[config.mk]
export PLATFORM = sky130hd
export DESIGN_NAME = alu_unit_top
export DESIGN_NICKNAME = d
export VERILOG_FILES = /design/src/alu_pkg.sv /design/src/alu_unit_top.sv /design/src/alu_flags.sv /design/src/alu_sequencer.sv /design/src/sm83_alu.sv
export VERILOG_INCLUDE_DIRS = /design/src
export SDC_FILE = /design/constraint.sdc
export NUM_CORES = 1
export LEC_CHECK = 0
export ABC_CLOCK_PERIOD_IN_PS = 3050
export BUFFER_PORTS_ARGS = -buffer_cell sky130_fd_sc_hd__buf_4
export CAP_MARGIN = 30
export CORE_ASPECT_RATIO = 0.9
export CORE_UTILIZATION = 50
export CTS_BUF_LIST = sky130_fd_sc_hd__clkbuf_4
export CTS_CLUSTER_SIZE = 10
export DETAILED_ROUTE_END_ITERATION = 12
export PLACE_DENSITY = 0.68
export SETUP_SLACK_MARGIN = 0.02
export SKIP_LAST_GASP = 1
export SLEW_MARGIN = 20
export SYNTH_ARGS = -nofsm -noshare
export SYNTH_HDL_FRONTEND = slang
export SYNTH_SLANG_ARGS = --single-unit
[constraint.sdc]
create_clock -name clk -period 3.05 [get_ports clk]
set_clock_uncertainty 0.05 [all_clocks]
set_input_delay 0.61 -clock clk [delete_from_list [all_inputs] [get_ports clk]]
set_output_delay 0.61 -clock clk [all_outputs]
set_load 0.02 [all_outputs]
[src/alu_params.svh]
/*
 * Width and step count macros for the nibble-serial ALU unit.
 */
`ifndef ALU_PARAMS_SVH
`define ALU_PARAMS_SVH

/* Width of one pass through the core. */
`define ALU_NIBBLE 4

/* Operand and result width, two passes. */
`define ALU_WORD (2 * `ALU_NIBBLE)

/* Cycles from an accepted start to done.
 * Also the number of datapath steps.
 */
`define ALU_STEPS 4

`endif
[src/alu_pkg.sv]
/*
 * Operation codes and the request, flag and datapath control types of the ALU unit.
 */
`default_nettype none
`include "alu_params.svh"

package alu_pkg;

	/* SM83 operations as driven on req.op. */
	typedef enum logic [4:0] {
		OP_ADD = 5'd0,  OP_ADC = 5'd1,  OP_SUB = 5'd2,  OP_SBC = 5'd3,
		OP_CP  = 5'd4,  OP_AND = 5'd5,  OP_OR  = 5'd6,  OP_XOR = 5'd7,
		OP_RLC = 5'd8,  OP_RRC = 5'd9,  OP_RL  = 5'd10, OP_RR  = 5'd11,
		OP_SLA = 5'd12, OP_SRA = 5'd13, OP_SRL = 5'd14,
		OP_BIT = 5'd15, OP_SET = 5'd16, OP_RES = 5'd17
	} alu_op_t;

	typedef struct packed {
		logic z; /* Zero. */
		logic n; /* Subtract. */
		logic h; /* Half carry, out of the low nibble. */
		logic c; /* Carry. */
	} alu_flags_t;

	typedef struct packed {
		alu_op_t              op;
		logic [`ALU_WORD-1:0] a;
		logic [`ALU_WORD-1:0] b;
		logic [2:0]           bit_sel;  /* For BIT, SET and RES. */
		alu_flags_t           flags_in; /* Flags before the operation. */
	} alu_req_t;

	typedef struct packed {
		logic       load_a, load_b;           /* Load bus into A or B. */
		logic       load_a_zero, load_b_zero; /* Clear A or B. */
		logic       shift_l, shift_r;
		logic       shift_in;                 /* Bit entering on a shift. */
		logic       carry_in;                 /* Carry into the low pass. */
		logic       result_oe, shift_oe;      /* Bus drivers, at most one set. */
		logic       op_a_oe, bs_oe;
		logic       no_carry_out;             /* R. */
		logic       force_carry;              /* S. */
		logic       ignore_carry;             /* V. */
		logic       negate;                   /* Invert B into the core. */
		logic       op_low;                   /* 1 selects low half of A. */
		logic       op_b_high;                /* 1 selects high half of B. */
		logic       din_sel;                  /* 1 puts operand b on din. */
		logic [2:0] bsel;                     /* Bit for the mask generator. */
	} alu_ctrl_t;

endpackage

`default_nettype wire

[src/alu_unit_top.sv]
/*
 * ALU unit top: sequencer, nibble-serial datapath and flag logic.
 */
`timescale 1ns/10ps
`default_nettype none
`include "alu_params.svh"

module alu_unit_top (
	input  logic                 clk,
	input  logic                 reset,
	input  logic                 start,
	input  alu_pkg::alu_req_t    req,
	output logic                 done,
	output logic [`ALU_WORD-1:0] result,
	output alu_pkg::alu_flags_t  flags
);

	alu_pkg::alu_ctrl_t   ctrl;
	alu_pkg::alu_req_t    op_req;
	logic [`ALU_WORD-1:0] din, dout;
	logic [1:0]           step;
	logic                 busy;
	logic                 carry, zero, shift_dbh, shift_dbl;

	alu_sequencer i_alu_sequencer (
		.clk, .reset, .start, .req,
		.ctrl, .din, .step, .busy, .op_req, .done
	);

	/* Sign is not part of the SM83 flag set. */
	sm83_alu i_sm83_alu (
		.clk, .reset, .din, .ctrl,
		.dout, .carry, .zero, .sign(),
		.shift_dbh, .shift_dbl
	);

	alu_flags i_alu_flags (
		.clk, .reset, .step, .busy, .op_req,
		.dout, .carry, .zero, .shift_dbh, .shift_dbl,
		.result, .flags
	);

endmodule

`default_nettype wire

[src/alu_flags.sv]
/*
 * Low-pass carry register, result register and Z N H C flag formation.
 */
`timescale 1ns/10ps
`default_nettype none
`include "alu_params.svh"

module alu_flags (
	input  logic                 clk,
	input  logic                 reset,
	input  logic [1:0]           step,
	input  logic                 busy,
	input  alu_pkg::alu_req_t    op_req,
	input  logic [`ALU_WORD-1:0] dout,
	input  logic                 carry,
	input  logic                 zero,
	input  logic                 shift_dbh,
	input  logic                 shift_dbl,
	output logic [`ALU_WORD-1:0] result,
	output alu_pkg::alu_flags_t  flags
);

	logic                low_c; /* Carry out of the low nibble. */
	logic                low_pass, last_pass;
	alu_pkg::alu_flags_t nxt_flags;

	assign low_pass  = busy && (step == 2'd2);
	assign last_pass = busy && (step == 2'd3);

	always_comb begin
		nxt_flags = '{z: zero, n: 1'b0, h: 1'b0, c: 1'b0};
		case (op_req.op)
			alu_pkg::OP_ADD, alu_pkg::OP_ADC: begin
				nxt_flags.h = low_c;
				nxt_flags.c = carry;
			end
			alu_pkg::OP_SUB, alu_pkg::OP_SBC, alu_pkg::OP_CP: begin
				nxt_flags.n = 1'b1;
				nxt_flags.h = !low_c; /* No carry means borrow. */
				nxt_flags.c = !carry;
			end
			alu_pkg::OP_AND: nxt_flags.h = 1'b1;
			alu_pkg::OP_OR, alu_pkg::OP_XOR: ;
			alu_pkg::OP_RLC, alu_pkg::OP_RL, alu_pkg::OP_SLA: nxt_flags.c = shift_dbh;
			alu_pkg::OP_RRC, alu_pkg::OP_RR, alu_pkg::OP_SRA, alu_pkg::OP_SRL: begin
				nxt_flags.c = shift_dbl;
			end
			alu_pkg::OP_BIT: begin
				nxt_flags.h = 1'b1;
				nxt_flags.c = op_req.flags_in.c;
			end
			default: nxt_flags = op_req.flags_in; /* SET and RES. */
		endcase
	end

	always_ff @(posedge clk) begin
		if (reset) begin
			low_c <= 1'b0;
		end else if (low_pass) begin
			low_c <= carry;
		end
	end

	always_ff @(posedge clk) begin
		if (reset) begin
			result <= '0;
			flags  <= '0;
		end else if (last_pass) begin
			result <= (op_req.op == alu_pkg::OP_CP) ? op_req.a : dout; /* CP only compares. */
			flags  <= nxt_flags;
		end
	end

	/* The final pass uses a carry held in the cycle just before. */
	a_low_c_step: assert property (@(posedge clk) disable iff (reset)
		last_pass |-> $past(low_pass));

endmodule

`default_nettype wire

[src/alu_sequencer.sv]
/*
 * Request capture, step counter and per-step control decode for the ALU datapath.
 */
`timescale 1ns/10ps
`default_nettype none
`include "alu_params.svh"

module alu_sequencer (
	input  logic                 clk,
	input  logic                 reset,
	input  logic                 start,  /* One cycle request pulse. */
	input  alu_pkg::alu_req_t    req,
	output alu_pkg::alu_ctrl_t   ctrl,
	output logic [`ALU_WORD-1:0] din,
	output logic [1:0]           step,   /* Current step, 0 in the start cycle. */
	output logic                 busy,   /* Steps 1 to 3 in progress. */
	output alu_pkg::alu_req_t    op_req, /* Captured request. */
	output logic                 done
);

	localparam logic [1:0] LAST_STEP = 2'(`ALU_STEPS - 1);

	logic               go;
	logic [1:0]         cnt;
	logic [1:0]         cur_step;
	logic               is_shift;
	alu_pkg::alu_ctrl_t fn; /* Operation dependent strobes. */

	assign go       = start && !busy; /* Start while busy is dropped. */
	assign cur_step = busy ? cnt : 2'd0;
	assign step     = cur_step;

	always_ff @(posedge clk) begin
		if (reset) begin
			busy <= 1'b0;
			cnt  <= 2'd0;
			done <= 1'b0;
		end else begin
			done <= busy && (cnt == LAST_STEP);
			if (go) begin
				busy <= 1'b1;
				cnt  <= 2'd1; /* Step 0 runs in the start cycle. */
			end else if (busy) begin
				cnt <= cnt + 2'd1;
				if (cnt == LAST_STEP) begin
					busy <= 1'b0;
				end
			end
		end
	end

	always_ff @(posedge clk) begin
		if (go) begin
			op_req <= req;
		end
	end

	/* Step 0 takes a straight from the request. */
	assign din = ctrl.din_sel ? op_req.b : (busy ? op_req.a : req.a);

	/* Core function, shift and mask settings per operation. */
	always_comb begin
		fn = '0;
		case (op_req.op)
			alu_pkg::OP_ADD: ;
			alu_pkg::OP_ADC: fn.carry_in = op_req.flags_in.c;
			alu_pkg::OP_SUB, alu_pkg::OP_CP: begin
				fn.negate   = 1'b1;
				fn.carry_in = 1'b1; /* a + ~b + 1. */
			end
			alu_pkg::OP_SBC: begin
				fn.negate   = 1'b1;
				fn.carry_in = !op_req.flags_in.c; /* Borrow in is inverted. */
			end
			alu_pkg::OP_AND: begin
				fn.force_carry = 1'b1;
				fn.carry_in    = 1'b1;
			end
			alu_pkg::OP_OR: begin
				fn.no_carry_out = 1'b1;
				fn.force_carry  = 1'b1;
				fn.ignore_carry = 1'b1;
			end
			alu_pkg::OP_XOR: fn.no_carry_out = 1'b1;
			alu_pkg::OP_RLC: begin
				fn.shift_l  = 1'b1;
				fn.shift_in = op_req.a[`ALU_WORD-1];
			end
			alu_pkg::OP_RL: begin
				fn.shift_l  = 1'b1;
				fn.shift_in = op_req.flags_in.c;
			end
			alu_pkg::OP_SLA: fn.shift_l = 1'b1;
			alu_pkg::OP_RRC: begin
				fn.shift_r  = 1'b1;
				fn.shift_in = op_req.a[0];
			end
			alu_pkg::OP_RR: begin
				fn.shift_r  = 1'b1;
				fn.shift_in = op_req.flags_in.c;
			end
			alu_pkg::OP_SRA: begin
				fn.shift_r  = 1'b1;
				fn.shift_in = op_req.a[`ALU_WORD-1]; /* Sign kept. */
			end
			alu_pkg::OP_SRL: fn.shift_r = 1'b1;
			alu_pkg::OP_BIT: begin
				fn.bs_oe       = 1'b1;
				fn.force_carry = 1'b1; /* AND with the mask. */
				fn.carry_in    = 1'b1;
			end
			alu_pkg::OP_SET: begin
				fn.bs_oe        = 1'b1;
				fn.no_carry_out = 1'b1; /* OR with the mask. */
				fn.force_carry  = 1'b1;
				fn.ignore_carry = 1'b1;
			end
			alu_pkg::OP_RES: begin
				fn.bs_oe       = 1'b1;
				fn.negate      = 1'b1; /* AND with the inverted mask. */
				fn.force_carry = 1'b1;
				fn.carry_in    = 1'b1;
			end
			default: ;
		endcase
	end

	assign is_shift = fn.shift_l || fn.shift_r;

	always_comb begin
		ctrl = '0; /* Idle, all strobes off. */
		if (go || busy) begin
			case (cur_step)
				2'd0: begin
					ctrl.shift_oe = 1'b1;
					ctrl.load_a   = 1'b1;
				end
				2'd1: begin
					ctrl.din_sel  = 1'b1;
					ctrl.bsel     = op_req.bit_sel;
					ctrl.bs_oe    = fn.bs_oe;
					ctrl.shift_oe = !fn.bs_oe;
					ctrl.load_b   = 1'b1;
				end
				default: begin
					ctrl.no_carry_out = fn.no_carry_out;
					ctrl.force_carry  = fn.force_carry;
					ctrl.ignore_carry = fn.ignore_carry;
					ctrl.negate       = fn.negate;
					if (cur_step == 2'd2) begin
						ctrl.op_low   = 1'b1;
						ctrl.carry_in = fn.carry_in;
					end else begin
						ctrl.op_b_high = 1'b1;
						ctrl.shift_l   = fn.shift_l;
						ctrl.shift_r   = fn.shift_r;
						ctrl.shift_in  = fn.shift_in;
						ctrl.shift_oe  = is_shift;
						ctrl.result_oe = !is_shift;
					end
				end
			endcase
		end
	end

	a_done_pulse: assert property (@(posedge clk) disable iff (reset) done |=> !done);

endmodule

`default_nettype wire

[src/sm83_alu.sv]
/*
 * Nibble-serial ALU datapath: operand registers, ripple core with held
 * inter-pass carry, one-bit shifter, bit mask generator and bus select.
 */
`timescale 1ns/10ps
`default_nettype none
`include "alu_params.svh"

module sm83_alu (
	input  logic                 clk,
	input  logic                 reset,
	input  logic [`ALU_WORD-1:0] din,       /* Into the shifter. */
	input  alu_pkg::alu_ctrl_t   ctrl,
	output logic [`ALU_WORD-1:0] dout,      /* The ALU bus. */
	output logic                 carry,     /* Carry out of the core. */
	output logic                 zero,      /* Bus is all zero. */
	output logic                 sign,
	output logic                 shift_dbh, /* Bit leaving on a left shift. */
	output logic                 shift_dbl  /* Bit leaving on a right shift. */
);

	localparam int NIB  = `ALU_NIBBLE;
	localparam int WORD = `ALU_WORD;

	typedef logic [NIB-1:0] nib_t;

	typedef struct packed {
		nib_t h;
		nib_t l;
	} word_t;

	/* One core bit, R S V pick the function. Returns {r, c_out}. */
	function automatic logic [1:0] alu_slice(input logic a, input logic b, input logic c_in,
			input logic r_sig, input logic s_sig, input logic v_sig);
		logic nc;
		logic r;
		nc = !(((a | b) & c_in) | (a & b) | s_sig); /* Low when carry is generated or forced. */
		r  = (a & b & c_in) | ((a | b | c_in) & (v_sig | nc));
		return {r, !(r_sig | nc)};
	endfunction

	word_t op_a, op_b;           /* Operand registers. */
	word_t shifted, op_bs, result, bus;
	nib_t  core_op_a, core_op_b, core_b_sel, core_result;
	nib_t  res_lo;               /* Core result of the low pass. */
	logic  carry_lo;             /* Carry out of the low pass. */
	logic  chain_cin;

	/* High pass continues from the held low carry. */
	assign chain_cin  = ctrl.op_low ? ctrl.carry_in : carry_lo;
	assign core_op_a  = ctrl.op_low ? op_a.l : op_a.h;
	assign core_b_sel = ctrl.op_b_high ? op_b.h : op_b.l;
	assign core_op_b  = ctrl.negate ? ~core_b_sel : core_b_sel;

	always_comb begin
		logic       c;
		logic [1:0] rc;
		c = chain_cin;
		for (int i = 0; i < NIB; i++) begin
			rc = alu_slice(core_op_a[i], core_op_b[i], c,
				ctrl.no_carry_out, ctrl.force_carry, ctrl.ignore_carry);
			core_result[i] = rc[1];
			c = rc[0]; /* Ripple to the next bit. */
		end
		carry = c;
	end

	always_comb begin
		if (ctrl.shift_l) begin
			shifted = {din[WORD-2:0], ctrl.shift_in};
		end else if (ctrl.shift_r) begin
			shifted = {ctrl.shift_in, din[WORD-1:1]};
		end else begin
			shifted = din; /* Pass through. */
		end
	end

	assign op_bs  = word_t'(WORD'(1) << ctrl.bsel);
	assign result = {core_result, res_lo};

	always_comb begin
		unique case (1'b1)
			ctrl.result_oe: bus = result;
			ctrl.shift_oe:  bus = shifted;
			ctrl.op_a_oe:   bus = op_a;
			ctrl.bs_oe:     bus = op_bs;
			default:        bus = '0; /* Nothing driving. */
		endcase
	end

	always_ff @(posedge clk) begin
		if (reset) begin
			op_a <= '0;
		end else if (ctrl.load_a) begin
			op_a <= bus;
		end else if (ctrl.load_a_zero) begin
			op_a <= '0;
		end
	end

	always_ff @(posedge clk) begin
		if (reset) begin
			op_b <= '0;
		end else if (ctrl.load_b) begin
			op_b <= bus;
		end else if (ctrl.load_b_zero) begin
			op_b <= '0;
		end
	end

	/* Low pass result and carry wait here for the high pass. */
	always_ff @(posedge clk) begin
		if (reset) begin
			res_lo   <= '0;
			carry_lo <= 1'b0;
		end else if (ctrl.op_low) begin
			res_lo   <= core_result;
			carry_lo <= carry;
		end
	end

	assign dout      = bus;
	assign zero      = (bus == '0);
	assign sign      = bus[WORD-1];
	assign shift_dbh = din[WORD-1];
	assign shift_dbl = din[0];

	/* The sequencer never drives two sources onto the bus. */
	a_bus_onehot: assert property (@(posedge clk) disable iff (reset)
		$onehot0({ctrl.result_oe, ctrl.shift_oe, ctrl.op_a_oe, ctrl.bs_oe}));
	a_shift_dir: assert property (@(posedge clk) disable iff (reset)
		!(ctrl.shift_l && ctrl.shift_r));
	a_load_a: assert property (@(posedge clk) disable iff (reset)
		!(ctrl.load_a && ctrl.load_a_zero));
	a_load_b: assert property (@(posedge clk) disable iff (reset)
		!(ctrl.load_b && ctrl.load_b_zero));

endmodule

`default_nettype wire

==> metrics.md <==
| Metric | Value |
|---|---|
| Outcome | `completed` |
| Biggest cell delay along the critical path | `570 ps` |
| Portion of the clock cycle consumed by the worst path in the final layout | `a little over nine tenths` |
| Maximum number of pins on one net before global-route repair | `39` |
| Global-route wire length before repair | `between 15 and 20 mm` |
| Antenna violations before repair | `0` |
| Type of the worst min-delay path | `in2reg` |
| Core region area | `about 7600 um^2` |
| Leakage power of the design | `between 1.5 and 2 nW` |
| Maximum clock insertion buffer count | `2` |
| Crit Path Max Fanout | `8` |
| H-tree levels | `3` |
| Cell count after synthesis | `around 430` |
| Initial drt markers | `264` |
| Initial DRT Pass Iterations | `6` |
| Pint | `roughly 1.5 mW` |
| Final critical delay including setup and external delays | `~2900 ps` |
| Top Metal Used | `met4` |
| DRC violation count after routing | `0` |
| Setup repair after global routing missed its margin | `true` |
| Sequential fraction of design power | `46.6%` |
| Most common library cell in the layout ignoring fill and taps | `sky130_fd_sc_hd__buf_4` |
| Final HPWL from detailed placement | `about 8.0 mm` |
| Hold Fails Final Rpt | `0` |
| Cts bufs inserted | `9` |
| Die area | `slightly above 8000 um^2` |
| Sum of routed wire segments on met1 | `just over 5 mm` |
| Commonest cells after routing, fill and taps aside | `89 x sky130_fd_sc_hd__buf_4, 58 x sky130_fd_sc_hd__nor2_1, 38 x sky130_fd_sc_hd__dfxtp_1, 33 x sky130_fd_sc_hd__a21oi_1, 32 x sky130_fd_sc_hd__nand2_1` |
| Launching element type of the critical path | `flip-flop` |
| Share of final-layout standard cells stronger than drive strength 1 | `33.0%` |
| Routed via count divided by cell count | `~6.1` |
| Net Sw Power | `between 600 and 700 uW` |
| Post-route worst setup slack | `approximately 130 ps` |
| Count of endpoints failing setup in the final report | `0` |
| Peak supply drop | `0.000342 V` |
| Die boundary width | `between 90 and 100 um` |
| Sequential-to-total area share from yosys stat | `between 40% and 50%` |
| Floorplan row count | `30` |
| Synthesized flop and latch total | `66` |
| Cell-by-cell listing of the critical path | `buf_6 > nor2_2 > a221oi_2 > o211ai_1 > buf_4 > nand2_2 > or2_1 > a41o_1 > a2111oi_4 > nand3_2 > a41o_1` |
| # Max-Cap Violations | `0` |
| Worst slew margin | `between 40 and 50%` |
| Place WS | `-137 ps` |
| Antenna viol nets, final | `0` |
| Switch share | `28.9%` |
| Total power after layout | `~2.2 mW` |
| Critical Path Sink Type | `flip-flop` |
| Crit path arrival time | `~3200 ps` |
| Distinct cells, synth | `71` |
| Slowest library cell on the worst path | `sky130_fd_sc_hd__edfxtp_1` |
| Starting density of the core | `between 50% and 60%` |
| Relative contribution of combinational cells to total power | `roughly 22%` |
| Number of clock sinks | `66` |
| Root buffer cell | `sky130_fd_sc_hd__clkbuf_4` |
| Hold buffer count at cts | `0` |
| Grt ovf | `0` |
| Proportion of synthesized flip-flops having asynchronous set or reset | `0%` |
| Dominant delay contributor by cell family on the critical path | `compound AO/OA/AOI/OAI gates` |
| Library cell appearing most often on the critical path | `sky130_fd_sc_hd__a41o_1` |
| Achievable Freq | `~340 MHz` |
| GRT Util Overall | `around 28%` |
| Via Count | `around 3700` |
| Weighted congestion reported at the end of routability-driven placement | `just over 0.9` |
| Cell area after technology mapping | `between 3000 and 4000 um^2` |
| Post-detailed-route wirelength per cell | `approximately 18 um` |
| Number of diodes | `0` |
| Ys Warns | `0` |
| Count of buffers inserted at the top-level ports | `43` |
| Fillers | `645` |
| Die height | `86.5 um` |
| IO Pins | `44` |
| Number of max-slew violations in the final report | `0` |
| Count of flip-flops with a built-in enable after synthesis | `28` |
| Routed length on met2 | `roughly 5 mm` |
| TritonCTS clock tree | `built` |
| Worst Setup Path Type | `reg2reg` |
| Per-instance average area after synthesis | `around 9 um^2` |
| Mapped Nets | `between 400 and 500` |
| Sum of buffers and inverters on the critical path | `2` |
| Clock-pin slew of the registers on the worst-case setup and hold paths | `120 ps` |
| Number of global-route vias before repair | `about 3400` |
| Most frequently used flop master after synthesis | `sky130_fd_sc_hd__dfxtp_1` |
| Critical path data required time | `about 3300 ps` |
| Clock latency of the later-clocked register in the worst-skew pair | `a little over 400 ps` |
| Part of the total power dissipated in the clock network | `31.4%` |
| Routed wire length on met3 | `roughly 540 um` |
| Power per standard cell area | `~420 nW/um^2` |
| Actual transition at the worst max-transition pin | `763 ps` |
| Total number of nets in the final design | `between 500 and 600` |
| Final Routed Wirelength | `roughly 11 mm` |
| Area growth syn-to-layout | `27.9%` |
## routing by layer
metal,vias to the layer above,global-route usage [%]
li1,1778,-
met1,1782,38.9
met2,140,43.8
met3,18,4.65
met4,0,9.77
met5,-,0
## power by group through the flow
stage | registers (mW) | logic, mW | clock network [mW]
floorplan | 1.01 | 0.270 | 0
global placement | 1.02 | 0.411 | 0
detailed placement | 1.02 | 0.413 | 0
CTS | 1.00 | 0.421 | 0.687
global route | 1.01 | 0.510 | 0.717
finish | 1.00 | 0.473 | 0.676
## flip-flops by register name, indices dropped and copies added, names as in the netlist
signal,cells
i_alu_sequencer.cnt,2
i_alu_sequencer.op_req,28
i_sm83_alu.op_a,8
i_sm83_alu.res_lo,4
i_alu_flags.low_c,1
i_alu_flags.result,8
i_alu_sequencer.busy,1
i_sm83_alu.carry_lo,1
i_alu_flags.flags,4
i_alu_sequencer.done,1
i_sm83_alu.op_b,8
## logic make-up (layout without fill, tap and decap cells)
logic type / after synthesis / in the layout / share of synthesized area [%]
simple gates: 161 / 161 / 20.1
compound gates: 125 / 125 / 23.5
flops: 66 / 66 / 40.4
mux: 38 / 38 / 10.6
buf+inv: 32 / 116 / 3.95
xor+xnor: 5 / 5 / 1.10
fa+ha+maj: 1 / 1 / 0.316
## Yosys cell counts (5+ instances only)
| cell | n | area [um^2] |
|---|---|---|
| sky130_fd_sc_hd__a211oi_1 | 26 | 195 |
| sky130_fd_sc_hd__a21oi_1 | 33 | 165 |
| sky130_fd_sc_hd__a31oi_1 | 6 | 37.5 |
| sky130_fd_sc_hd__buf_2 | 5 | 25.0 |
| sky130_fd_sc_hd__clkbuf_1 | 14 | 52.6 |
| sky130_fd_sc_hd__dfxtp_1 | 38 | 761 |
| sky130_fd_sc_hd__edfxtp_1 | 28 | 841 |
| sky130_fd_sc_hd__inv_1 | 5 | 18.8 |
| sky130_fd_sc_hd__mux2_2 | 10 | 113 |
| sky130_fd_sc_hd__mux2i_1 | 24 | 240 |
| sky130_fd_sc_hd__nand2_1 | 34 | 128 |
| sky130_fd_sc_hd__nand2b_1 | 10 | 62.6 |
| sky130_fd_sc_hd__nand3_1 | 13 | 65.1 |
| sky130_fd_sc_hd__nor2_1 | 59 | 221 |
| sky130_fd_sc_hd__nor3_1 | 12 | 60.1 |
| sky130_fd_sc_hd__nor3b_1 | 5 | 37.5 |
| sky130_fd_sc_hd__o211ai_1 | 9 | 67.6 |
| sky130_fd_sc_hd__o21ai_0 | 6 | 30.0 |
| sky130_fd_sc_hd__xnor2_1 | 5 | 43.8 |
## worst reg2reg max path, stage by stage (launching register included)
cell                        delay (ps)
sky130_fd_sc_hd__edfxtp_1          570
sky130_fd_sc_hd__buf_6             200
sky130_fd_sc_hd__nor2_2            130
sky130_fd_sc_hd__a221oi_2           80
sky130_fd_sc_hd__o211ai_1          180
sky130_fd_sc_hd__buf_4             170
sky130_fd_sc_hd__nand2_2            90
sky130_fd_sc_hd__or2_1             240
sky130_fd_sc_hd__a41o_1            280
sky130_fd_sc_hd__a2111oi_4         420
sky130_fd_sc_hd__nand3_2           140
sky130_fd_sc_hd__a41o_1            270
## per-stage QoR
stage | instance area (um^2) | setup TNS, ps | cells | utilization (%) | hold slack, ps
detailed placement | 4550 | -225 | 578 | 59.8 | 403
finish | 5070 | 0 | 608 | 66.5 | 311
CTS | 4740 | -1.69 | 596 | 62.2 | 284
global route | 5070 | -16.3 | 608 | 66.5 | 288
global placement | 4550 | -196 | 578 | 59.8 | 384
floorplan | 3960 | 0 | 428 | - | 377
## final timing paths
path                         startpoint                   endpoint  slack, ps  cells after the start
max          i_alu_sequencer.op_req[24]       i_alu_flags.flags[3]        130                     11
min                              req[2]  i_alu_sequencer.op_req[2]        310                      1
max reg2reg  i_alu_sequencer.op_req[24]       i_alu_flags.flags[3]        130                     11
min reg2reg         i_sm83_alu.carry_lo        i_sm83_alu.carry_lo        410                      2
## final cells by class
cell class	instances	area [um^2]	share of cell area, %
tap	96	120	2.37
sequential	66	1600	31.6
inverter	5	18.8	0.370
clock inverter	5	78.8	1.56
timing repair buffer	95	739	14.6
clock buffer	11	82.6	1.63
multi-input combinational	330	2430	47.9
## what timing repair did
| action | 4_1_cts | 5_1_grt |
|---|---|---|
| pin swaps | 0 | 17 |
| endpoints found under the setup margin | 5 | 11 |
| setup buffers | 2 | 12 |
| gates resized for setup | 3 | 44 |
(Power assumes the default switching activity.)
